$ cat config.mk
export PLATFORM = sky130hd
export DESIGN_NAME = ahbArbiter
export DESIGN_NICKNAME = d
export VERILOG_FILES = /design/src/rtl/ahbPkg.sv /design/src/rtl/ahbArbiter.sv
export VERILOG_INCLUDE_DIRS = /design/src /design/src/rtl
export SDC_FILE = /design/constraint.sdc
export NUM_CORES = 1
export LEC_CHECK = 0
export BUFFER_PORTS_ARGS = -buffer_cell sky130_fd_sc_hd__buf_2
export CORE_AREA = 2 2 80 82
export DETAILED_ROUTE_END_ITERATION = 10
export DIE_AREA = 0 0 82 84
export PLACE_DENSITY = 0.73
export SYNTH_ARGS = -nofsm -noshare
export SYNTH_HDL_FRONTEND = slang
export SYNTH_SLANG_ARGS = --single-unit
export TNS_END_PERCENT = 1
$ cat constraint.sdc
create_clock -name HCLK -period 1.02 [get_ports HCLK]
set_input_delay 0.102 -clock HCLK [delete_from_list [all_inputs] [get_ports HCLK]]
set_output_delay 0.102 -clock HCLK [all_outputs]
set_load 0.005 [all_outputs]
$ cat src/rtl/ahbMacros.svh
// Address width, RAM and FIFO depths, IO address map and mismatch filler word
`ifndef AHB_MACROS_SVH
`define AHB_MACROS_SVH

// Bus address width
`define AHB_ADDR_W 32

// RAM slave depth in 32-bit words
`define RAM_WORDS 256

// Replay record FIFO and IO write log depths
`define REPLAY_DEPTH 16
`define WLOG_DEPTH 16

// IO region starts here, HADDR bit 31 set
`define IO_BASE 32'h8000_0000

// Returned on a read with no matching record
`define FILLER_WORD 32'hDEAD_BEEF

`endif

$ cat src/rtl/ahbPkg.sv
// Package with master request, address phase, IO record and interrupt structs
`default_nettype none

`include "ahbMacros.svh"

package ahbPkg;

    // Request held by a master until its grant
    typedef struct packed {
        logic                   valid;
        logic                   write;
        logic [`AHB_ADDR_W-1:0] addr;
        logic [31:0]            wdata;
    } masterReq_t;

    // Shared address phase driven by the arbiter
    typedef struct packed {
        logic                   HSEL;
        logic                   HTRANS;
        logic                   HWRITE;
        logic [`AHB_ADDR_W-1:0] HADDR;
    } ahbAddrPhase_t;

    // One recorded IO read to be replayed
    typedef struct packed {
        logic [`AHB_ADDR_W-1:0] addr;
        logic [31:0]            data;
    } readRecord_t;

    // One logged IO write
    typedef struct packed {
        logic [`AHB_ADDR_W-1:0] addr;
        logic [31:0]            data;
    } writeRecord_t;

    typedef struct packed {
        logic irq;
        logic fiq;
    } irqState_t;

endpackage

`default_nettype wire

$ cat src/rtl/ahbArbiter.sv
// Two-master round-robin arbiter driving the shared address phase and write data
`timescale 1ns/1ps
`default_nettype none

module ahbArbiter (
    input  wire logic                  HCLK,
    input  wire logic                  reset,
    input  wire ahbPkg::masterReq_t    req0,
    input  wire ahbPkg::masterReq_t    req1,
    output logic                       grant0,
    output logic                       grant1,
    output logic                       rdValid0,
    output logic                       rdValid1,
    output ahbPkg::ahbAddrPhase_t      addrPhase,
    output logic [31:0]                HWDATA
);

    // Set when master 1 had the last grant
    logic lastGrant1;

    // Data-phase owner, write bit and activity
    logic dataActive;
    logic dataOwner;
    logic dataWrite;

    // Contention goes to the master not granted last
    assign grant0 = req0.valid & (~req1.valid | lastGrant1);
    assign grant1 = req1.valid & (~req0.valid | ~lastGrant1);

    always_comb begin
        addrPhase.HSEL   = grant0 | grant1;
        addrPhase.HTRANS = grant0 | grant1;
        addrPhase.HWRITE = grant1 ? req1.write : req0.write;
        addrPhase.HADDR  = grant1 ? req1.addr : req0.addr;
    end

    always_ff @(posedge HCLK) begin
        if (reset) begin
            // Master 0 wins the first contention
            lastGrant1 <= 1'b1;
        end else if (grant0 | grant1) begin
            lastGrant1 <= grant1;
        end
    end

    always_ff @(posedge HCLK) begin
        if (reset) begin
            dataActive <= 1'b0;
            dataOwner  <= 1'b0;
            dataWrite  <= 1'b0;
        end else begin
            dataActive <= grant0 | grant1;
            dataOwner  <= grant1;
            dataWrite  <= addrPhase.HWRITE;
        end
    end

    // Write data comes from the master that owns the data phase
    assign HWDATA = dataOwner ? req1.wdata : req0.wdata;

    assign rdValid0 = dataActive & ~dataWrite & ~dataOwner;
    assign rdValid1 = dataActive & ~dataWrite & dataOwner;

endmodule

`default_nettype wire

; ---- Word level (Yosys, flattened, before mapping)
; Index checks and enable logic that the tools add are counted.
[totals]
elab_cells = 20
output_inout_bits = 71
ff_bits = 4
in_bits = 134
[op_classes]
muxes = 3
n_bitwise = 13
[op_table]
columns = operator, n
row1 = $mux 32, 2
row2 = $and 1x1->1, 5
row3 = $not 1->1, 5
row4 = $or 1x1->1, 3
row5 = $mux 1, 1

; ---- Logic depth before layout (Yosys ltp)
[depth]
depth_word = 4
depth_mapped = 4
mapped_depth_nobuf = 2

; ---- Worst setup path before layout
; No wires, ideal clock.
[synth_path]
path_kind = register to output
startpoint = reg lastGrant1
endpoint = out addrPhase[10] (netlist name)
path_stages_with_launch = 5
path_slack_ps = -115
t_required_ps = 918
t_arrival_ps = 1033
n_path_buf = 2
cell_sequence = dfxtp_1 a21boi_2 buf_6 buf_12 mux2_4
[synth_rtl]
columns = item, line
row1 = "start, declared", ahbArbiter.sv:19  ; logic lastGrant1;
row2 = "start signal, assigned", ahbArbiter.sv:42  ; lastGrant1 <= grant1;
row3 = "end, declared", ahbArbiter.sv:14  ; output ahbPkg::ahbAddrPhase_t addrPhase,

==> qor.csv <==
metric,value,unit
crit_fanout,7,
clk_pin_slew,0.03,ns
dr_total_vias,1568,
async_reset_ff_share,0,%
antenna_left,0,
cts_max_level,1,
syn_to_final_growth,134,%
worstPathRequired,0.92,ns
core_area,6100,um2
placed_cell_area,2210,um2
drive_gt1_share,96.3,%
min_period,1.56,ns
yosys-top-cells-count,"mux2_2 (38), mux2_4 (27), buf_2 (4), dfxtp_1 (4)",
synth_edf_count,0,
antenna_cells,0,
slew_headroom,87.8,%
worst_r2r_endpoint,lastGrant1$_SDFFE_PP1P_,
antenna_found_initial,0,
start_kind,register,
violations,negative setup slack,
crit_end,addrPhase[21],
grt_pass1_vias,1391,
grt_setup_unrepaired,true,
max_freq,643,MHz
criticalPathCategory,register to output pin,
clock-sinks,4,
multi_input_area,967,um2
hold_viol,0,
synth-seq-cells,4,
fill_cells,600,
wl,5.25,mm
worstHoldPathType,input pin to register,
nets,436,
setup_viol,69,
cts_buffer_depth,2,
wl_per_cell,13.9,um
final_cells,377,
cts_tree,done,
rows,29,
yosysWarnings,0,
finalPower,1710,uW
die_x,82,um
dp.cells,370,
dieArea,6890,um2
p_leak,0.00144,uW
numCtsBuffers,3,
syn_area,1110,um2
hold_buffers,0,
cap_viol_max_count,0,
end_kind,output pin,
initialDrtViolationCount,25,
setup_slack,-0.536,ns
fin_tns_setup,-27.36,ns
rrSetupSlack,0.05,ns
crit_arrival,1.45,ns
utilization,42.5,%
status,finished with violations,
power_per_cell_area,659,nW/um2
clock_skew,0.000628,ns
syn_nets,225,
grt_pass1_wl,6.32,mm
vias_per_cell,4.16,
synthCells,91,
ir_drop,0.000655,V
track_usage,11.7,%
port_buffers,204,
synth_top_area_share,38.6,%
place_congestion,0.667,
synth_area_leaders,"mux2_2 (39%), mux2_4 (37%), dfxtp_1 (7.2%), buf_12 (5.4%), buf_2 (1.8%)",
grt_max_degree,35,
startpoint,lastGrant1$_SDFFE_PP1P_,
synth_most_common_cell,mux2_2,
dr.pass1.iters,3,
overflow,0,
synth_cell_types,17,
layout.area.seq,82.6,um2
yosys.area.top_type,mux2_2,
synthFlopType,dfxtp_1,
io_pins,205,
rr_worst_depth,3,
clock_latency,0.21,ns
synth.yosys.seq_area_share,7.22,%
cts_root_buf,clkbuf_8,
fin_crit_sh,153,%
worst_pin_slew,0.183,ns
drv_slew,0,
min_from,reset,
place_hpwl,3.85,mm
die_y,84,um
post-route-cell-area,2590,um2
drc,0,
start_util,18.2,%
r2r-start,lastGrant1$_SDFFE_PP1P_,
synth.avg_cell_area,12.2,um2
report_power, final:
group	total (uW)	internal (uW)	switching, uW
registers	177	170	7.27
clock network	324	251	73.3
logic	1210	815	392
logic make-up after synthesis:
kind of cell | count (synthesis) | synth area share (%)
flip-flops | 4 | 7.22
AO/OA/AOI/OAI | 3 | 2.60
buffers and inverters | 10 | 9.26
AND/OR/NAND/NOR | 8 | 4.85
multiplexers | 66 | 76.1
sequential cells by signal, indices dropped and copies added, names as in the netlist:
register    count
dataWrite       1
dataOwner       1
dataActive      1
lastGrant1      1
routing by layer:
metal / GRT usage, % / part of all wire (%)
met1: 11.5 / 35
met4: 3.03 / 0.93
met5: 0 / 0
met2: 24.2 / 56
met3: 1.52 / 8.7
critical path, cell delays in order (launching register included):
cell and delay (ns):
dfxtp_2 0.32, a21boi_4 0.18, buf_12 0.15, clkbuf_16 0.16
mux2_4 0.31, buf_6 0.12
timing repair:
action | 4_1_cts | 5_1_grt
gates resized for setup | 27 | 21
cloned | 0 | 3
buffers inserted | 0 | 1
endpoints found under the hold margin | 0 | 0
pin swaps | 1 | 2
setup endpoints to repair | 69 | 69
worst min-delay path by stage:
stage | cells past startpoint | slack, ns | to
after floorplan | 1 | 0.17 | dataActive$_SDFF_PP0_
after global placement | 2 | 0.32 | dataOwner$_SDFF_PP0_
after detailed placement | 2 | 0.32 | dataOwner$_SDFF_PP0_
after CTS | 2 | 0.09 | dataOwner$_SDFF_PP0_
after global routing | 2 | 0.11 | dataActive$_SDFF_PP0_
final | 2 | 0.10 | dataOwner$_SDFF_PP0_
final cells by class:
cell class / instances / share of cell area, %
inverters: 1 / 0.145
well taps: 77 / 3.72
repair buffers: 215 / 54.0
multi-input cells: 77 / 37.3
flip-flops and latches: 4 / 3.19
clock buffers: 3 / 1.59
metrics by stage:
stage / hold WS (ns) / worst slack (ns)
3_5_place_dp: 0.324 / -0.309
6_report: 0.100 / -0.536
5_1_grt: 0.111 / -0.561
4_1_cts: 0.0894 / -0.536
3_3_place_gp: 0.323 / -0.294
2_1_floorplan: 0.174 / -0.115
cells in the final DEF, fill, tap and decap left out, types with 3 or more instances in the layout:
cell and instances:
buf_2 170, mux2_4 35, buf_6 35, mux2_2 30, buf_4 4, nor2b_1 3, clkbuf_8 3, buf_12 3
(Power assumes the default switching activity.)
