===== config.mk =====
export PLATFORM = sky130hd
export DESIGN_NAME = ioForwardShim
export DESIGN_NICKNAME = d
export VERILOG_FILES = /design/src/rtl/ahbPkg.sv /design/src/rtl/ioForwardShim.sv /design/src/rtl/recordFifo.sv
export VERILOG_INCLUDE_DIRS = /design/src /design/src/rtl
export SDC_FILE = /design/constraint.sdc
export NUM_CORES = 2
export LEC_CHECK = 0
export BUFFER_PORTS_ARGS = -buffer_cell sky130_fd_sc_hd__buf_4
export CORE_MARGIN = 3
export CORE_UTILIZATION = 55
export DETAILED_ROUTE_END_ITERATION = 8
export GPL_ROUTABILITY_DRIVEN = 1
export HOLD_SLACK_MARGIN = 0.03
export PLACE_DENSITY_LB_ADDON = 0.08
export SLEW_MARGIN = 40
export SYNTH_ARGS = -nofsm -noshare
export SYNTH_HDL_FRONTEND = slang
export SYNTH_SLANG_ARGS = --single-unit

===== constraint.sdc =====
create_clock -name HCLK -period 12.4 [get_ports HCLK]
set_input_delay 0.62 -clock HCLK [delete_from_list [all_inputs] [get_ports HCLK]]
set_output_delay 0.62 -clock HCLK [all_outputs]
set_load 0.005 [all_outputs]

===== src/rtl/ahbMacros.svh =====
// Address width, RAM and FIFO depths, IO address map and mismatch filler word
`ifndef AHB_MACROS_SVH
`define AHB_MACROS_SVH

// Bus address width
`define AHB_ADDR_W 32

// RAM slave depth in 32-bit words
`define RAM_WORDS 256

// Replay record FIFO and IO write log depths
`define REPLAY_DEPTH 16
`define WLOG_DEPTH 16

// IO region starts here, HADDR bit 31 set
`define IO_BASE 32'h8000_0000

// Returned on a read with no matching record
`define FILLER_WORD 32'hDEAD_BEEF

`endif


===== src/rtl/ahbPkg.sv =====
// Package with master request, address phase, IO record and interrupt structs
`default_nettype none

`include "ahbMacros.svh"

package ahbPkg;

    // Request held by a master until its grant
    typedef struct packed {
        logic                   valid;
        logic                   write;
        logic [`AHB_ADDR_W-1:0] addr;
        logic [31:0]            wdata;
    } masterReq_t;

    // Shared address phase driven by the arbiter
    typedef struct packed {
        logic                   HSEL;
        logic                   HTRANS;
        logic                   HWRITE;
        logic [`AHB_ADDR_W-1:0] HADDR;
    } ahbAddrPhase_t;

    // One recorded IO read to be replayed
    typedef struct packed {
        logic [`AHB_ADDR_W-1:0] addr;
        logic [31:0]            data;
    } readRecord_t;

    // One logged IO write
    typedef struct packed {
        logic [`AHB_ADDR_W-1:0] addr;
        logic [31:0]            data;
    } writeRecord_t;

    typedef struct packed {
        logic irq;
        logic fiq;
    } irqState_t;

endpackage

`default_nettype wire


===== src/rtl/ioForwardShim.sv =====
// IO slave with recorded read replay, write log FIFO and interrupt outputs
`timescale 1ns/1ps
`default_nettype none

`include "ahbMacros.svh"

module ioForwardShim (
    input  wire logic                  HCLK,
    input  wire logic                  reset,
    input  wire logic                  HSEL,
    input  wire ahbPkg::ahbAddrPhase_t addrPhase,
    input  wire logic [31:0]           HWDATA,
    output logic [31:0]                HRDATA,
    input  wire logic                  recordPush,
    input  wire ahbPkg::readRecord_t   recordIn,
    input  wire logic                  irqSet,
    input  wire ahbPkg::irqState_t     irqIn,
    output ahbPkg::irqState_t          irqOut,
    output logic                       readMismatch,
    input  wire logic                  logPop,
    output ahbPkg::writeRecord_t       logHead,
    output logic                       logNotEmpty
);

    import ahbPkg::*;

    logic                   dataActive;
    logic                   dataWrite;
    logic [`AHB_ADDR_W-1:0] dataAddr;

    readRecord_t  replayHead;
    logic         replayNotEmpty;
    logic         replayFull;
    logic         replayPop;
    logic         replayHit;
    logic         dataRead;
    writeRecord_t logEntry;
    logic         logPush;
    logic         logFull;

    always_ff @(posedge HCLK) begin
        if (reset) begin
            dataActive <= 1'b0;
        end else begin
            dataActive <= HSEL & addrPhase.HTRANS;
        end
    end

    always_ff @(posedge HCLK) begin
        dataWrite <= addrPhase.HWRITE;
        dataAddr  <= addrPhase.HADDR;
    end

    recordFifo #(
        .payloadT (readRecord_t),
        .DEPTH    (`REPLAY_DEPTH)
    ) replayFifo (
        .HCLK     (HCLK),
        .reset    (reset),
        .push     (recordPush & ~replayFull),
        .pushData (recordIn),
        .pop      (replayPop),
        .headData (replayHead),
        .notEmpty (replayNotEmpty),
        .full     (replayFull)
    );

    // Only a read at the head's address consumes the record
    assign dataRead     = dataActive & ~dataWrite;
    assign replayHit    = replayNotEmpty & (replayHead.addr == dataAddr);
    assign replayPop    = dataRead & replayHit;
    assign readMismatch = dataRead & ~replayHit;
    assign HRDATA       = replayHit ? replayHead.data : `FILLER_WORD;

    // Writes past a full log are lost
    assign logEntry.addr = dataAddr;
    assign logEntry.data = HWDATA;
    assign logPush       = dataActive & dataWrite & ~logFull;

    recordFifo #(
        .payloadT (writeRecord_t),
        .DEPTH    (`WLOG_DEPTH)
    ) writeLog (
        .HCLK     (HCLK),
        .reset    (reset),
        .push     (logPush),
        .pushData (logEntry),
        .pop      (logPop),
        .headData (logHead),
        .notEmpty (logNotEmpty),
        .full     (logFull)
    );

    always_ff @(posedge HCLK) begin
        if (reset) begin
            irqOut <= '0;
        end else if (irqSet) begin
            irqOut <= irqIn;
        end
    end

endmodule

`default_nettype wire


===== src/rtl/recordFifo.sv =====
// Synchronous circular-buffer FIFO with a type-parameterized payload
`timescale 1ns/1ps
`default_nettype none

module recordFifo #(
    parameter type payloadT = logic [31:0],
    parameter int  DEPTH    = 16
) (
    input  wire logic    HCLK,
    input  wire logic    reset,
    input  wire logic    push,
    input  wire payloadT pushData,
    input  wire logic    pop,
    output payloadT      headData,
    output logic         notEmpty,
    output logic         full
);

    localparam int PtrW   = (DEPTH > 1) ? $clog2(DEPTH) : 1;
    localparam int CountW = $clog2(DEPTH + 1);

    payloadT            mem [DEPTH];
    logic [PtrW-1:0]    rdPtr;
    logic [PtrW-1:0]    wrPtr;
    logic [CountW-1:0]  count;
    logic               doPush;
    logic               doPop;

    assign notEmpty = (count != '0);
    assign full     = (count == CountW'(DEPTH));
    assign headData = mem[rdPtr];

    // Push is dropped when full, pop ignored when empty
    assign doPush = push & ~full;
    assign doPop  = pop & notEmpty;

    always_ff @(posedge HCLK) begin
        if (doPush) begin
            mem[wrPtr] <= pushData;
        end
    end

    always_ff @(posedge HCLK) begin
        if (reset) begin
            rdPtr <= '0;
            wrPtr <= '0;
            count <= '0;
        end else begin
            if (doPush) begin
                wrPtr <= (wrPtr == PtrW'(DEPTH - 1)) ? '0 : wrPtr + 1'b1;
            end
            if (doPop) begin
                rdPtr <= (rdPtr == PtrW'(DEPTH - 1)) ? '0 : rdPtr + 1'b1;
            end
            // Simultaneous push and pop leaves the count unchanged
            count <= count + CountW'(doPush) - CountW'(doPop);
        end
    end

endmodule

`default_nettype wire


# Word-level counts from Yosys, hierarchy flattened
# Memories as Yosys holds them, arrays and structs flattened. A register that Yosys moved wholly into a read port is not among the register bits.
# Cells that the tools add are included.
[totals] input_bits=139 output_inout_bits=100 regBits=62 elab_cells=59 ramBits=2048 memories=2
[classes] mux=13 reduce_logical=2 eq_ne=7 bitwise_logic=16 addsub=8
[mem_list] name="replayFifo.mem" depth=16 width=64 read_ports=1 rd_ports_with_merged_regs=1 wr=1 line_no="recordFifo.sv:22" source="payloadT mem [DEPTH];"
[mem_list] name="writeLog.mem" depth=16 width=64 read_ports=1 rd_ports_with_merged_regs=1 wr=1 line_no="recordFifo.sv:22"
[op_table] op="32-bit == test" count=1
[op_table] op="32-bit two-way mux" count=1
[op_table] op="4-bit two-way mux" count=8
[op_table] op="4-bit by 1-bit adder with 4-bit output, second input constant" count=4
[op_table] op="4-bit == test, second input constant" count=4
[op_table] op="1-bit AND" count=12
[op_table] op="5-bit by 1-bit adder with 5-bit output" count=2
[op_table] op="5-bit == test, second input constant" count=2
[op_table] op="5-bit nonzero test" count=2
[op_table] op="5-bit by 1-bit subtractor with 5-bit output" count=2
[op_table] op="1-bit two-way mux" count=4
[op_table] op="1-bit NOT" count=4

# Logic depth before layout (Yosys ltp)
[logic_depth] word_depth=6 depth_mapped=23 ltp_nobuf=18

# Hierarchy
# A second synthesis with hierarchy kept.
[hier_totals] hier_cells=3469 area_unflattened_um2=79752.7
[modules_own_cells] module="recordFifo" area_per_inst_um2=39136.3 n_inst=2 cells_each=1667 seq_area_each_um2=31089.8
[modules_own_cells] module="ioForwardShim" area_per_inst_um2=1480.2 n_inst=1 cells_each=135 seq_area_each_um2=720.7

# Worst setup path before layout
# OpenSTA, ideal clock, no wires.
[synth_path] kind="input to register" start="input recordPush" end="memory replayFifo.mem[3][0] (netlist bit), enable pin" stages=4 arrival_time_ns=5.741 required_ns=11.836 setup_slack_ns=6.094 setup_ns=0.564 n_path_buf=0 cell_sequence="inv_1 -> a41oi_1 -> nand2_1 -> nor3_1"
[synth_between] elab_chain_cells=4
[synth_rtl] item="from (decl)" line_no="ioForwardShim.sv:14" source="input wire logic recordPush,"
[synth_rtl] item="1-bit AND" line_no="ioForwardShim.sv:60" source=".push (recordPush & ~replayFull),"
[synth_rtl] item="1-bit AND" line_no="recordFifo.sv:34" source="assign doPush = push & ~full;"
[synth_rtl] item="net replayFifo.doPush" line_no="recordFifo.sv:26" source="logic doPush;"
[synth_rtl] item="1-bit two-way mux" line_no="recordFifo.sv:38" source="if (doPush) begin"
[synth_rtl] item="1-bit two-way mux (not written as such)" line_no="recordFifo.sv:39" source="mem[wrPtr] <= pushData;"
[synth_rtl] item="to (decl)" line_no="recordFifo.sv:22"
# The timed path passes the listed nets, and every way through them passes these cells.

==> impl_metrics.csv <==
group,metric,value,unit
die,initial_core_util,55.70,%
timing,setup_viol,0,
global_routing,grt_ovf,0,
place,post-dp-hpwl,98570,um
clock_tree,clk_pin_slew_worst_setup_hold_paths,0.06,ns
clock_tree,cts_repair_resize_count,0,
clock_tree,cts_max_level,4,
route,drtPass1Iterations,5,
finish,instances_no_fill,5884,
timing,min_period,6.660,ns
timing,timing_max_transition_violations_final,0,
route,wirelength_met1,71140,um
min_path,worstHoldPathType,"in2reg",
synth,post_synth_inst_count,3376,
synth,synth.distinct_cells,59,
finish,drive_gt1_share,32.45,%
timing,fin_setup_tns,0,ns
global_routing,grt_antenna_before_repair,12,
synth,synth.largest_area_cell,"sky130_fd_sc_hd__edfxtp_1",
route,vias,36591,
min_path,hold_start,"irqSet",
synth,syn-mean-instance-area,23.82,um^2
die,num_rows,139,
finish,synth_to_layout_area_growth,14.49,%
place,dpl.cell_count,5448,
synth,syn_nets,3539,
route,dr.max_layer_used,"met5",
place,gp_routability_congestion,0.7590,
clock_tree,tritoncts.num_buffers,207,
synth,post_synth_instance_area,0.08040,mm^2
clock_tree,hold_buffers,39,
pwr,vdd_drop_max,0.0001228,V
clock_tree,cts_tree,"built",
critical_path,critical_path_required,11.78,ns
finish,postLayoutCoreUtil,63.77,%
clock_tree,clk_latency,0.82,ns
route,drt_drc_violations_left,0,
global_routing,grt_max_degree,97,
global_routing,via_count_of_the_first_global_routing_pass,38569,
finish,most-common-layout-cells,"sky130_fd_sc_hd__edfxtp_1 (2048), sky130_fd_sc_hd__mux4_2 (579), sky130_fd_sc_hd__buf_4 (305)",
synth,number_of_enable_flip_flop_cells_after_synthesis,2048,
critical_path,path_max_fanout,48,
timing,grt_setup_unrepaired,"no",
route,antenna_violating_nets_post_route,0,
timing,hold_viol_final,0,
clock_tree,clock_tree.root_cell,"sky130_fd_sc_hd__clkbuf_16",
timing,worst_slew_margin_rel,34.74,%
synth,synth-warning-count,0,
synth,synth_top_area_share,76.49,%
synth,synth.yosys.seq_area_share,78.23,%
finish,final_common_cell,"sky130_fd_sc_hd__edfxtp_1",
place,io_buffer_count,237,
route,avgViaCountPerCell,6.219,
route,drt-total-wl,182500,um
pwr,pwrdens,168.9,mW/mm^2
global_routing,grt_use_total,24.56,%
pwr,power_leakage,28.49,nW
route,drt_first_iter_violations,3347,
finish,layout.filler_cells,9444,
critical_path,crit_path_launch_type,"flip-flop",
timing,hold_ws,0.08759,ns
timing,min_period_over_period,53.71,%
run,max_cap_viols,0,
critical_path,setup.worst_path.end_class,"output port",
status,status,"finished, final reports clean",
timing,timing_worst_slew_pin_value,0.9543,ns
synth,synth-seq-cells,2118,
timing,clock_skew,0.02120,ns
critical_path,crit_arrival,6.04,ns
pwr,design_power_total,15.55,mW
clock_tree,postCtsSetupBuffers,0,
critical_path,critical_path_class,"reg2out",
synth,ys_async_sr_fraction,0,%
timing,maxClockFrequency,150.1,MHz
finish,finalNetCount,3959,
route,routed_wire_length_per_instance,31.02,um
die,core_region_area,0.1444,mm^2
die,ios,239,
die,die_h,388.3,um
clock_tree,cts.path.max_buffers,3,
clock_tree,clock_tree_sinks,2118,
die,fp.dieArea,0.1508,mm^2
global_routing,grt_pass1_wl,266300,um
die,dieWidth,388.3,um
route,wl_met2,94620,um
route,met3_wirelength,11800,um
synth,synth-main-ff-cell,"sky130_fd_sc_hd__edfxtp_1",
synth,synth_top_cells_by_area,"sky130_fd_sc_hd__edfxtp_1 (76%), sky130_fd_sc_hd__mux4_2 (16%), sky130_fd_sc_hd__dfxtp_1 (1.7%)",
-- per-layer routing --
metal	vias to the layer above	GRT usage, %
li1	15272	-
met1	19750	32.78
met2	1264	41.87
met3	299	4.585
met4	6	7.115
met5	-	0
-- worst paths after layout --
path                              end  slack, ns  depth (start not counted)
setup / recovery           HRDATA[24]       5.74                         11
hold / removal              irqOut[0]       0.09                          3
setup reg to reg  replayFifo.count[4]       6.17                         19
hold reg to reg             flip-flop       0.51                          2
-- kinds of logic after synthesis --
kind of cell               count (synthesis)  share of synthesized area (%)
xor gates and xnor gates                  54                         0.5882
AOI/OAI and AO/OA                         97                         0.8590
muxes                                    681                          17.52
adders and majority gates                 24                         0.3922
DFF                                     2118                          78.23
and+or+nand+nor                          212                          1.368
buffers and inverters                    190                          1.044
-- cell usage after synthesis, types with 4 or more instances --
library cell,instances
sky130_fd_sc_hd__nand2b_1,35
sky130_fd_sc_hd__buf_2,23
sky130_fd_sc_hd__o21a_1,4
sky130_fd_sc_hd__mux2_2,18
sky130_fd_sc_hd__nand3_1,10
sky130_fd_sc_hd__or3_1,6
sky130_fd_sc_hd__o22ai_1,10
sky130_fd_sc_hd__buf_6,7
sky130_fd_sc_hd__o21ai_0,11
sky130_fd_sc_hd__ha_1,22
sky130_fd_sc_hd__nand4_1,6
sky130_fd_sc_hd__nand2_1,38
sky130_fd_sc_hd__buf_4,12
sky130_fd_sc_hd__nor3_1,23
sky130_fd_sc_hd__nor2b_1,6
sky130_fd_sc_hd__dfxtp_1,70
sky130_fd_sc_hd__edfxtp_1,2048
sky130_fd_sc_hd__buf_1,52
sky130_fd_sc_hd__a21oi_1,18
sky130_fd_sc_hd__nor2_1,52
sky130_fd_sc_hd__a211oi_1,5
sky130_fd_sc_hd__mux2i_1,84
sky130_fd_sc_hd__a211o_1,4
sky130_fd_sc_hd__a221oi_1,7
sky130_fd_sc_hd__a22oi_1,12
sky130_fd_sc_hd__xnor2_1,33
sky130_fd_sc_hd__and2_1,12
sky130_fd_sc_hd__nand4b_1,4
sky130_fd_sc_hd__inv_1,26
sky130_fd_sc_hd__xor2_1,21
sky130_fd_sc_hd__mux4_2,579
sky130_fd_sc_hd__clkbuf_1,69
-- through the flow --
step           setup slack, ns  area [um^2]
2_1_floorplan            6.094        80400
3_3_place_gp             6.339        84750
3_5_place_dp             6.298        84980
4_1_cts                  5.725        91930
5_1_grt                  5.588        92040
6_report                 5.740        92060
-- report_power, final --
group / switching, mW / total [mW] / internal (mW)
Sequential: 0.101 / 8.07 / 7.97
Clock: 2.55 / 6.03 / 3.47
Combinational: 0.689 / 1.45 / 0.759
Total: 3.34 / 15.5 / 12.2
-- state kept, by name, summed over array words and instances (netlist names), named ones only --
signal            cells
replayFifo.mem     1024
writeLog.mem       1024
dataAddr             32
replayFifo.count      5
writeLog.count        5
replayFifo.rdPtr      4
replayFifo.wrPtr      4
writeLog.rdPtr        4
writeLog.wrPtr        4
irqOut                2
dataActive            1
dataWrite             1
-- area by class of cell --
| type | count | area [um^2] | share of cell area, % |
|---|---|---|---|
| clock inverter | 136 | 1066 | 1.158 |
| antenna | 9 | 22.52 | 0.02447 |
| inverter | 27 | 102.6 | 0.1115 |
| sequential | 2118 | 62940 | 68.37 |
| multi-input combinational | 1068 | 16900 | 18.36 |
| tap | 1903 | 2381 | 2.587 |
| clock buffer | 249 | 5494 | 5.968 |
| timing repair buffer | 374 | 3152 | 3.424 |
-- critical path, cell delays in order, from the launching register on --
cell and delay, ns:
sky130_fd_sc_hd__dfxtp_4 0.77, sky130_fd_sc_hd__buf_4 0.73, sky130_fd_sc_hd__mux4_2 0.59, sky130_fd_sc_hd__mux2i_1 0.27, sky130_fd_sc_hd__xnor2_1 0.10, sky130_fd_sc_hd__a2111oi_0 0.83
sky130_fd_sc_hd__a41oi_1 0.26, sky130_fd_sc_hd__a221o_1 0.40, sky130_fd_sc_hd__nor4_4 0.33, sky130_fd_sc_hd__buf_4 0.49, sky130_fd_sc_hd__and2_1 0.24, sky130_fd_sc_hd__buf_4 0.12
(Power assumes the default switching activity.)
