===== config.mk =====
export PLATFORM = sky130hd
export DESIGN_NAME = ahbAddrDecoder
export DESIGN_NICKNAME = d
export VERILOG_FILES = /design/src/rtl/ahbPkg.sv /design/src/rtl/ahbAddrDecoder.sv
export VERILOG_INCLUDE_DIRS = /design/src /design/src/rtl
export SDC_FILE = /design/constraint.sdc
export NUM_CORES = 1
export LEC_CHECK = 0
export BUFFER_PORTS_ARGS = -buffer_cell sky130_fd_sc_hd__buf_2
export CAP_MARGIN = 20
export CORE_MARGIN = 2
export CORE_UTILIZATION = 23
export CTS_CLUSTER_SIZE = 10
export DETAILED_ROUTE_END_ITERATION = 8
export HOLD_SLACK_MARGIN = 0.12
export PLACE_DENSITY = 0.81
export SLEW_MARGIN = 25
export SYNTH_ARGS = -nofsm -noshare
export SYNTH_HDL_FRONTEND = slang
export SYNTH_SLANG_ARGS = --single-unit

===== constraint.sdc =====
create_clock -name HCLK -period 1.2 [get_ports HCLK]
set_input_delay 0.12 -clock HCLK [delete_from_list [all_inputs] [get_ports HCLK]]
set_output_delay 0.12 -clock HCLK [all_outputs]
set_load 0.05 [all_outputs]

===== src/rtl/ahbMacros.svh =====
// Address width, RAM and FIFO depths, IO address map and mismatch filler word
`ifndef AHB_MACROS_SVH
`define AHB_MACROS_SVH

// Bus address width
`define AHB_ADDR_W 32

// RAM slave depth in 32-bit words
`define RAM_WORDS 256

// Replay record FIFO and IO write log depths
`define REPLAY_DEPTH 16
`define WLOG_DEPTH 16

// IO region starts here, HADDR bit 31 set
`define IO_BASE 32'h8000_0000

// Returned on a read with no matching record
`define FILLER_WORD 32'hDEAD_BEEF

`endif


===== src/rtl/ahbPkg.sv =====
// Package with master request, address phase, IO record and interrupt structs
`default_nettype none

`include "ahbMacros.svh"

package ahbPkg;

    // Request held by a master until its grant
    typedef struct packed {
        logic                   valid;
        logic                   write;
        logic [`AHB_ADDR_W-1:0] addr;
        logic [31:0]            wdata;
    } masterReq_t;

    // Shared address phase driven by the arbiter
    typedef struct packed {
        logic                   HSEL;
        logic                   HTRANS;
        logic                   HWRITE;
        logic [`AHB_ADDR_W-1:0] HADDR;
    } ahbAddrPhase_t;

    // One recorded IO read to be replayed
    typedef struct packed {
        logic [`AHB_ADDR_W-1:0] addr;
        logic [31:0]            data;
    } readRecord_t;

    // One logged IO write
    typedef struct packed {
        logic [`AHB_ADDR_W-1:0] addr;
        logic [31:0]            data;
    } writeRecord_t;

    typedef struct packed {
        logic irq;
        logic fiq;
    } irqState_t;

endpackage

`default_nettype wire


===== src/rtl/ahbAddrDecoder.sv =====
// Address decoder with per-slave select and data-phase read-data mux
`timescale 1ns/1ps
`default_nettype none

`include "ahbMacros.svh"

module ahbAddrDecoder (
    input  wire logic                  HCLK,
    input  wire logic                  reset,
    input  wire ahbPkg::ahbAddrPhase_t addrPhase,
    output logic                       HSELRam,
    output logic                       HSELIo,
    input  wire logic [31:0]           HRDATARam,
    input  wire logic [31:0]           HRDATAIo,
    output logic [31:0]                HRDATA
);

    logic ioRegion;
    logic dataSelIo;

    // Bit 31 splits RAM from IO
    assign ioRegion = (addrPhase.HADDR & `IO_BASE) != '0;

    assign HSELRam = addrPhase.HSEL & ~ioRegion;
    assign HSELIo  = addrPhase.HSEL & ioRegion;

    // Remember the slave for the following data phase
    always_ff @(posedge HCLK) begin
        if (reset) begin
            dataSelIo <= 1'b0;
        end else if (addrPhase.HSEL & addrPhase.HTRANS) begin
            dataSelIo <= ioRegion;
        end
    end

    assign HRDATA = dataSelIo ? HRDATAIo : HRDATARam;

endmodule

`default_nettype wire


# Word-level counts from Yosys, hierarchy flattened
# Index checks and enable logic that the tools add are counted.
totals:
  mem_bits_rw: 0
  n_memories: 0
  regBits: 1
  latch_bits: 0
  out_inout_bits: 34
  romBits: 0
  inputBits: 101
classes:
  n_reduce_logical: 0
  n_addsub: 0
  n_eq_ne: 0
  n_mul: 0
  order_cmp: 0
  n_div: 0
  bitwise: 4
  muxes: 1
  shifts: 0
op_table:
  columns: ["operator", "n"]
  rows:
  - ["32-bit two-way mux", 1]
  - ["1-bit AND", 3]
  - ["1-bit NOT", 1]

# Longest topological paths before layout
# Gate-level depths: netlist of the first run.
logic_depth:
  ltp_word: 2
  mapped_depth: 3
  ltp_nobuf: 2

# Worst setup path before layout of the first run
# No wires, ideal clock.
synth_path:
  kind: "register to output"
  start: "reg dataSelIo"
  end: "out HRDATA[0]"
  required_ps: 1080
  n_path_buf: 2
  arrival_time_ps: 956
  path_stages_with_launch: 4
  slack_ps: 124
  path_cell_list: "dfxtp_1 -> buf_6 -> buf_12 -> mux2_4"
synth_via:
  elab_chain_len: 1
synth_rtl:
  columns: ["item", "line", "text"]
  rows:
  - ["from (decl)", "ahbAddrDecoder.sv:19", "logic dataSelIo;"]
  - ["from (signal assigned)", "ahbAddrDecoder.sv:32", "dataSelIo <= ioRegion;"]
  - ["32-bit two-way mux", "ahbAddrDecoder.sv:36", "assign HRDATA = dataSelIo ? HRDATAIo : HRDATARam;"]
  - ["to (decl)", "ahbAddrDecoder.sv:15", "output logic [31:0] HRDATA"]
# Every way passes these cells.

# Worst setup path after layout of the first run
layout_path:
  start: "reg dataSelIo"
  end: "out HRDATA[4]"
# Same word-level chain as after synthesis.

==> summary.txt, run 1 <==
Worst setup path
  – Worst setup EP type: primary output
  – Crit path max fanout: 7
  – WP data arrival: 1.07 ns
  – CP startpoint kind: flop
  – Crit path required time: ~1.1 ns
  – CP Class: reg -> out

Final layout
  – Top flop regs: dataSelIo (1)
  – Area Growth Syn to Fin: 129.8%
  – Max FFs per register: 1
  – Fill cells: 239
  – Cell area after layout: 1371 µm²
  – Commonest cells after routing, fill and taps aside: buf_2 (71), buf_6 (31), mux2_4 (30)
  – Fraction of layout cells with a size suffix above 1: 97.24%
  – # diodes: 0
  – Most common cell after layout, fill and taps aside: buf_2
  – Final #Nets: 248
  – Largest reg by FF count: dataSelIo

Synth
  – Synthesized area: 596.8 µm²
  – Sequential-to-total area share from yosys stat: 3.354%
  – Proportion of synthesized area in mux cells: 79.25%
  – Synth Area in Simple Gates: 2.935%
  – #FFs+latches synth: 1
  – Cell variety after synth: 10
  – Synth warnings: 0
  – Post-synthesis cell count: 42
  – Post-synthesis xor/xnor area fraction: 0%
  – Avg Cell Area, Syn: 14.21 µm²
  – Synthesized Nets: 143
  – Main combinational cell family by area after synthesis: multiplexers
  – Compound-gate portion of the synthesized area: 2.516%
  – Adder-Cell Fraction of Synth Area: 0%

STA
  – Post-route minimum period: 1.188 ns
  – Final WS setup: 0.01247 ns
  – Highest Clock Rate: between 800 and 900 MHz
  – Final setup viols: 0
  – Fin. max-slew vios: 0
  – Final period utilization: between 90% and 100%
  – Unrepaired setup endpoints after global routing: yes
  – Hold Fails Final Rpt: 0
  – Setup Skew: 0 ns
  – Worst Tran Pin Value: 0.2501 ns
  – Max-slew headroom: 83.44%

Power and ir drop
  – Int Pwr: 0.4049 mW
  – Worst vdd ir: 0.3789 mV
  – Clock share of power: 0%
  – Power density of the placed cells: 609.5 nW/µm²
  – Switching Fraction: roughly 52%
  – Gate power share: between 90 and 100%
  – Lkg Pwr: 0.7510 nW
  – Net Switching: 0.4309 mW
  – Seq pwr share: about 5%

GRT
  – Vias in the first global route: 636
  – Largest net degree at the start of global routing: 16
  – Grt ovf: 0
  – First-pass GRT wire length: 2380 µm
  – Initial antenna violation count: 0
  – Total Routing Usage GR: 10.29%

Drt
  – Routed WL: 2083 µm
  – Residual DRC count: 0
  – Routed vias/inst: ~4.3
  – Detail Route Antenna Nets: 0
  – Drt initial violations: 0
  – TritonRoute pass-1 iters: 1
  – Avg WL per Cell: 11.90 µm
  – Total number of vias: 751

Clocking
  – Clk slew on worst S/H paths: 0 ns
  – Skew-Pair Late Insertion Delay: 0 ns
  – CTS Hold Bufs: 0

Place
  – Setup WS pre-CTS: -0.04308 ns
  – Final weighted congestion in routability-driven placement: 0.6470
  – Post-DP HPWL: 1592 µm
  – PortBufs: just over 100
  – Dpl cell area: 1115 µm²

Status
  – Status: finished, final reports clean

Floorplanning
  – Starting Density: 24.09%
  – Die width: 54.94 µm
  – Core area: between 2000 and 2500 µm²
  – Die area: around 3000 µm²
  – Core Rows: 18
  – Die height: 54.94 µm
  – Top Ports: 135

Worst hold path
  – Worst Hold Class: in -> reg

Run
  – Max-Cap Viols: 0
## power by group through the flow
stage	Combinational (mW)	Clock, mW	Sequential (mW)
4_1_cts	0.755	0	0.0401
3_3_place_gp	0.654	0	0.0395
6_report	0.795	0	0.0410
3_5_place_dp	0.665	0	0.0397
5_1_grt	0.833	0	0.0415
2_1_floorplan	0.497	0	0.0360
## layout make-up
type | instances | area [µm²] | share of cell area, %
Timing Repair Buffer | 107 | 804.5 | 58.67
Multi-Input combinational cell | 37 | 505.5 | 36.86
Tap cell | 30 | 37.54 | 2.737
Sequential cell | 1 | 23.77 | 1.734
## per-layer routing
layer	up-vias	global-route usage, %	share of wire (%)
li1	364	-	-
met5	-	0	0
met1	330	9.547	30
met3	0	0.8065	12
met2	57	24.21	58
met4	0	0	0
## cell families after synthesis
group,Yosys count
flip-flops,1
AO/OA/AOI/OAI,2
AND/OR/NAND/NOR,3
buffers and inverters,4
multiplexers,32
## worst paths after layout
kind | startpoint | slack (ns) | depth (start not counted) | to
setup / recovery | dataSelIo | 0.01 | 3 | HRDATA[4]
hold / removal | reset | 0.27 | 2 | dataSelIo
setup reg to reg | dataSelIo | 0.23 | 3 | dataSelIo
hold reg to reg | dataSelIo | 0.79 | 3 | dataSelIo
## through the flow
step | setup TNS, ns | power, mW | std cells | utilization (%) | hold slack (ns)
floorplan | 0 | 0.5328 | 42 | - | 0.1891
global placement | -0.5482 | 0.6930 | 172 | 45.00 | 0.2740
detailed placement | -0.9710 | 0.7046 | 172 | 45.00 | 0.2744
CTS | -0.01196 | 0.7949 | 174 | 51.92 | 0.2719
global route | -0.04012 | 0.8742 | 175 | 55.35 | 0.2795
finish | 0 | 0.8358 | 175 | 55.35 | 0.2694
## what timing repair did
action / 4_1_cts / 5_1_grt
buffers inserted: 1 / 0
gates cloned: 1 / 1
setup endpoints to repair: 30 / 21
resized for setup: 45 / 28
## synthesized netlist by cell type
| cell type | instances | area share, % |
|---|---|---|
| a21oi_1 | 1 | 0.84 |
| and2_1 | 1 | 1.0 |
| a21bo_2 | 1 | 1.7 |
| mux2_4 | 30 | 75 |
| buf_12 | 3 | 10 |
| dfxtp_1 | 1 | 3.4 |
| nand3_1 | 1 | 0.84 |
| mux2_2 | 2 | 3.8 |
| buf_6 | 1 | 1.9 |
| nor2b_1 | 1 | 1.0 |
## critical path, cell delays in order, from the launching register on
cell	delay [ns]
dfxtp_4	0.42
clkbuf_16	0.19
mux2_4	0.30
buf_6	0.15
Note: power is estimated with default switching activity, not from simulation.
==> run 2, diff against run 1 <==
--- a/config.mk
+++ b/config.mk
@@ -14,6 +14,7 @@
 export DETAILED_ROUTE_END_ITERATION = 8
 export HOLD_SLACK_MARGIN = 0.12
 export PLACE_DENSITY = 0.81
+export REMOVE_ABC_BUFFERS = 1
 export SLEW_MARGIN = 25
 export SYNTH_ARGS = -nofsm -noshare
 export SYNTH_HDL_FRONTEND = slang
==> summary.txt, run 2 (synthesis results as in run 1) <==
Final layout
  – Top flop regs: dataSelIo (1)
  – Area Growth Syn to Fin: 93.92%
  – Footprint of the multi-input gates: 505.5 µm²
  – Commonest cells after routing, fill and taps aside: buf_2 (99), mux2_4 (30), mux2_2 (2), buf_6 (2), buf_12 (2)
  – Seq. cell area: ~24 µm²
  – Most common cell after layout, fill and taps aside: buf_2
  – # diodes: 0
  – Largest reg by FF count: dataSelIo
  – Cell area after layout: 1157 µm²
  – Max FFs per register: 1
  – Final #Nets: 246
  – Fill cells: 257
  – Fraction of layout cells with a size suffix above 1: 97.20%

Drt
  – Drt initial violations: 0
  – Total number of vias: roughly 730
  – Routed WL: 1878 µm
  – Residual DRC count: 0
  – Routed vias/inst: 4.243
  – Detail Route Antenna Nets: 0
  – TritonRoute pass-1 iters: 1
  – Avg WL per Cell: between 10 and 15 µm

Worst setup path
  – R2R depth: 3
  – Worst setup EP type: primary output
  – CP Class: reg -> out
  – Reg2Reg Launch Point: dataSelIo
  – Worst reg2reg setup slack: 0.23 ns
  – CP startpoint kind: flop
  – WP data arrival: 1.06 ns
  – RR Endpoint: dataSelIo
  – Crit path required time: 1.08 ns
  – Crit path max fanout: 10

Power and ir drop
  – Clock share of power: 0%
  – Seq pwr share: 5.3%
  – Int Pwr: ~0.31 mW
  – Switching Fraction: 57.02%
  – Power density of the placed cells: 620.1 nW/µm²
  – Gate power share: 94.7%
  – Worst vdd ir: between 0.4 and 0.5 mV
  – Lkg Pwr: 0.6734 nW
  – Design Power: 0.7177 mW
  – Net Switching: 0.4092 mW

Run
  – Max-Cap Viols: 0

Floorplanning
  – Die width: 54.94 µm
  – Die area: 3018 µm²
  – Core area: 2477 µm²
  – Core Rows: 18
  – Top Ports: 135
  – Starting Density: 24.09%
  – Die height: 54.94 µm

GRT
  – Vias in the first global route: 613
  – Total Routing Usage GR: 9.620%
  – Largest net degree at the start of global routing: 21
  – First-pass GRT wire length: 2235 µm
  – Grt ovf: 0
  – Initial antenna violation count: 0

STA
  – Fin. max-slew vios: 0
  – Unrepaired setup endpoints after global routing: no
  – Hold Fails Final Rpt: 0
  – Final period utilization: about 100%
  – Post-route minimum period: between 1 and 1.5 ns
  – Final Hold Slack: 0.2708 ns
  – Worst Tran Pin Value: 0.2608 ns
  – Setup Skew: 0 ns
  – Highest Clock Rate: 847.9 MHz
  – Max-slew headroom: between 80 and 90%
  – Final setup viols: 0

Worst hold path
  – WHS Path Cells: 2
  – Worst Hold Class: in -> reg
  – Critical hold path startpoint: reset
  – Hold worst-path end: dataSelIo

Status
  – Status: finished, final reports clean

Clocking
  – Skew-Pair Late Insertion Delay: 0 ns
  – Clk slew on worst S/H paths: 0 ns
  – Post-CTS Setup Bufs: 0

Place
  – PortBufs: 102
  – Dpl cell area: 1102 µm²
  – Final weighted congestion in routability-driven placement: 0.6964
## run 2: critical path, cell delays in order, from the launching register on
cell,delay (ns)
dfxtp_4,0.37
clkbuf_16,0.18
mux2_4,0.30
buf_2,0.21
## run 2: repair_timing
action / 4_1_cts / 5_1_grt
setup endpoints to repair: 15 / 14
gates cloned: 0 / 1
gates resized for setup: 6 / 3
hold buffers: 0 / 0
## run 2: per-layer routing
metal / routed length, µm / track usage [%] / part of all wire, %
met5: 0 / 0 / 0
met2: 963 / 21.23 / 51
met3: 284 / 0.8065 / 15
met1: 630 / 10.03 / 34
met4: 0 / 0 / 0
## run 2: how the worst max path moves through the flow
stage / start / endpoint / slack [ns]
6_report: dataSelIo / HRDATA[24] / 0.02
5_1_grt: dataSelIo / HRDATA[3] / 0.0005
4_1_cts: dataSelIo / HRDATA[7] / 0.002
3_5_place_dp: dataSelIo / HRDATA[28] / -0.06
3_3_place_gp: dataSelIo / HRDATA[28] / -0.05
2_1_floorplan: dataSelIo / HRDATA[29] / -0.84
## run 2: final cells by class
cell class,instances,area share [%]
flip-flops and latches,1,2.054
repair buffers,105,51.03
well taps,30,3.243
multi-input cells,37,43.68
## run 2: power groups by stage
stage / logic [mW] / registers [mW] / clock network, mW
3_3_place_gp: 0.657 / 0.0373 / 0
6_report: 0.680 / 0.0380 / 0
5_1_grt: 0.716 / 0.0383 / 0
3_5_place_dp: 0.665 / 0.0374 / 0
4_1_cts: 0.675 / 0.0380 / 0
2_1_floorplan: 0.459 / 0.0548 / 0
## run 2: through the flow
step / utilization [%] / instances / worst slack (ns) / setup TNS, ns
5_1_grt: 46.72 / 173 / 0.0005421 / 0
4_1_cts: 45.30 / 172 / 0.001876 / 0
6_report: 46.72 / 173 / 0.02056 / 0
3_5_place_dp: 44.49 / 172 / -0.06115 / -0.7325
3_3_place_gp: 44.49 / 172 / -0.05208 / -0.5374
2_1_floorplan: - / 38 / -0.8395 / -24.35
==> run 3, diff against run 2 <==
--- a/config.mk
+++ b/config.mk
@@ -13,7 +13,7 @@
 export CTS_CLUSTER_SIZE = 10
 export DETAILED_ROUTE_END_ITERATION = 8
 export HOLD_SLACK_MARGIN = 0.12
-export PLACE_DENSITY = 0.81
+export PLACE_DENSITY = 0.88
 export REMOVE_ABC_BUFFERS = 1
 export SLEW_MARGIN = 25
 export SYNTH_ARGS = -nofsm -noshare
==> summary.txt, run 3 (synthesis results as in run 1) <==
Status
  – Status: finished, final reports clean

Worst setup path
  – Crit path max fanout: 11
  – Buf/Inv on CP: 2
  – CP Cell Sequence: buf_12, mux2_4, buf_2
  – R2R depth: 3
  – CP Class: reg -> out
  – Crit-path leading delay family: flip-flops
  – CP startpoint kind: flop
  – Worst setup EP type: primary output
  – WP data arrival: about 1.1 ns
  – CP Depth: 3
  – CP peak stage delay: 0.38 ns
  – Crit path required time: 1.08 ns
  – CP max stage cell: dfxtp_4

Clocking
  – Skew-Pair Late Insertion Delay: 0 ns
  – Post-CTS Setup Bufs: 0
  – CTS Hold Bufs: 0
  – Clk slew on worst S/H paths: 0 ns

Floorplanning
  – Core Rows: 18
  – Die area: 3018 µm²
  – Core area: roughly 2500 µm²
  – Die height: 54.94 µm
  – Starting Density: ~24%
  – Die width: 54.94 µm
  – Top Ports: approximately 140

Drt
  – Routed vias/inst: 4.324
  – Routed WL: approximately 1900 µm
  – Avg WL per Cell: about 11 µm
  – Detail Route Antenna Nets: 0
  – Total number of vias: approximately 750
  – Residual DRC count: 0
  – TritonRoute pass-1 iters: 3
  – Drt initial violations: 1

GRT
  – First-pass GRT wire length: around 2200 µm
  – Total Routing Usage GR: 9.508%
  – Largest net degree at the start of global routing: 13
  – Initial antenna violation count: 0
  – Vias in the first global route: 565
  – Grt ovf: 0

Power and ir drop
  – Lkg Pwr: 0.6935 nW
  – Clock share of power: 0%
  – Power density of the placed cells: approximately 620 nW/µm²
  – Design Power: 0.7542 mW
  – Net Switching: 0.4119 mW
  – Int Pwr: 0.3423 mW
  – Worst vdd ir: 0.3739 mV
  – Switching Fraction: 54.61%
  – Gate power share: 94.9%
  – Seq pwr share: 5.1%

STA
  – Hold Fails Final Rpt: 0
  – Post-route minimum period: 1.177 ns
  – Worst Tran Pin Value: 0.2555 ns
  – Final period utilization: 98.09%
  – Final Hold Slack: 0.2720 ns
  – Fin. max-slew vios: 0
  – Max-slew headroom: 83.09%
  – Setup Skew: 0 ns
  – Final setup viols: 0
  – Unrepaired setup endpoints after global routing: no
  – Highest Clock Rate: between 800 and 900 MHz

Final layout
  – Seq. cell area: 23.77 µm²
  – Largest reg by FF count: dataSelIo
  – Fill cells: 238
  – Area Growth Syn to Fin: 103.6%
  – Final #Nets: ~250
  – Footprint of the multi-input gates: 505.5 µm²
  – Fraction of layout cells with a size suffix above 1: a little over nine tenths
  – # diodes: 0
  – Commonest cells after routing, fill and taps aside: buf_2 (77), mux2_4 (30), buf_4 (23)
  – Most common cell after layout, fill and taps aside: buf_2
  – Top flop regs: dataSelIo (1)
  – Max FFs per register: 1

Worst hold path
  – Worst Hold Class: in -> reg
  – WHS Path Cells: 2

Run
  – Max-Cap Viols: 0

Place
  – PortBufs: 102
  – Post-DP HPWL: approximately 1700 µm
  – Final weighted congestion in routability-driven placement: 0.6845
## run 3: area by class of cell
cell class	count	share of cell area, %
multi-input combinational	37	41.61
tap	30	3.090
sequential	1	1.957
timing repair buffer	105	53.35
## run 3: power groups by stage
| stage | Clock (mW) | Combinational (mW) | Sequential, mW |
|---|---|---|---|
| after floorplan | 0 | 0.459 | 0.0548 |
| after global placement | 0 | 0.659 | 0.0381 |
| after detailed placement | 0 | 0.668 | 0.0382 |
| after CTS | 0 | 0.697 | 0.0390 |
| after global routing | 0 | 0.751 | 0.0392 |
| final | 0 | 0.715 | 0.0388 |
## run 3: path summary, 6_finish.rpt
path	slack [ns]	start	to
min reg2reg	0.79	dataSelIo	dataSelIo
min	0.27	reset	dataSelIo
max reg2reg	0.23	dataSelIo	dataSelIo
max	0.02	dataSelIo	HRDATA[3]
## run 3: repair_timing
| item | 4_1_cts | 5_1_grt |
|---|---|---|
| gates cloned | 1 | 0 |
| setup endpoints to repair | 9 | 15 |
| resized for setup | 14 | 28 |
## run 3: routing by layer
metal  routed length (µm)  up-vias  GRT usage [%]  share of wire (%)
li1                     -      360              -                  -
met1                  593      317          10.03                 31
met2                  929       71          21.23                 49
met3                  381        0         0.2688                 20
met4                    0        0              0                  0
met5                    0        -              0                  0
## run 3: stage by stage
| step | TNS, ns | util, % | worst slack (ns) | area (µm²) | std cells |
|---|---|---|---|---|---|
| 6_report | 0 | 49.04 | 0.02287 | 1215 | 173 |
| 4_1_cts | 0 | 47.42 | 0.004542 | 1175 | 173 |
| 5_1_grt | 0 | 49.04 | 0.0002748 | 1215 | 173 |
| 3_5_place_dp | -0.08429 | 45.00 | -0.03427 | 1115 | 172 |
| 3_3_place_gp | -0.05812 | 45.00 | -0.02704 | 1115 | 172 |
| 2_1_floorplan | -24.35 | - | -0.8395 | 525.5 | 38 |
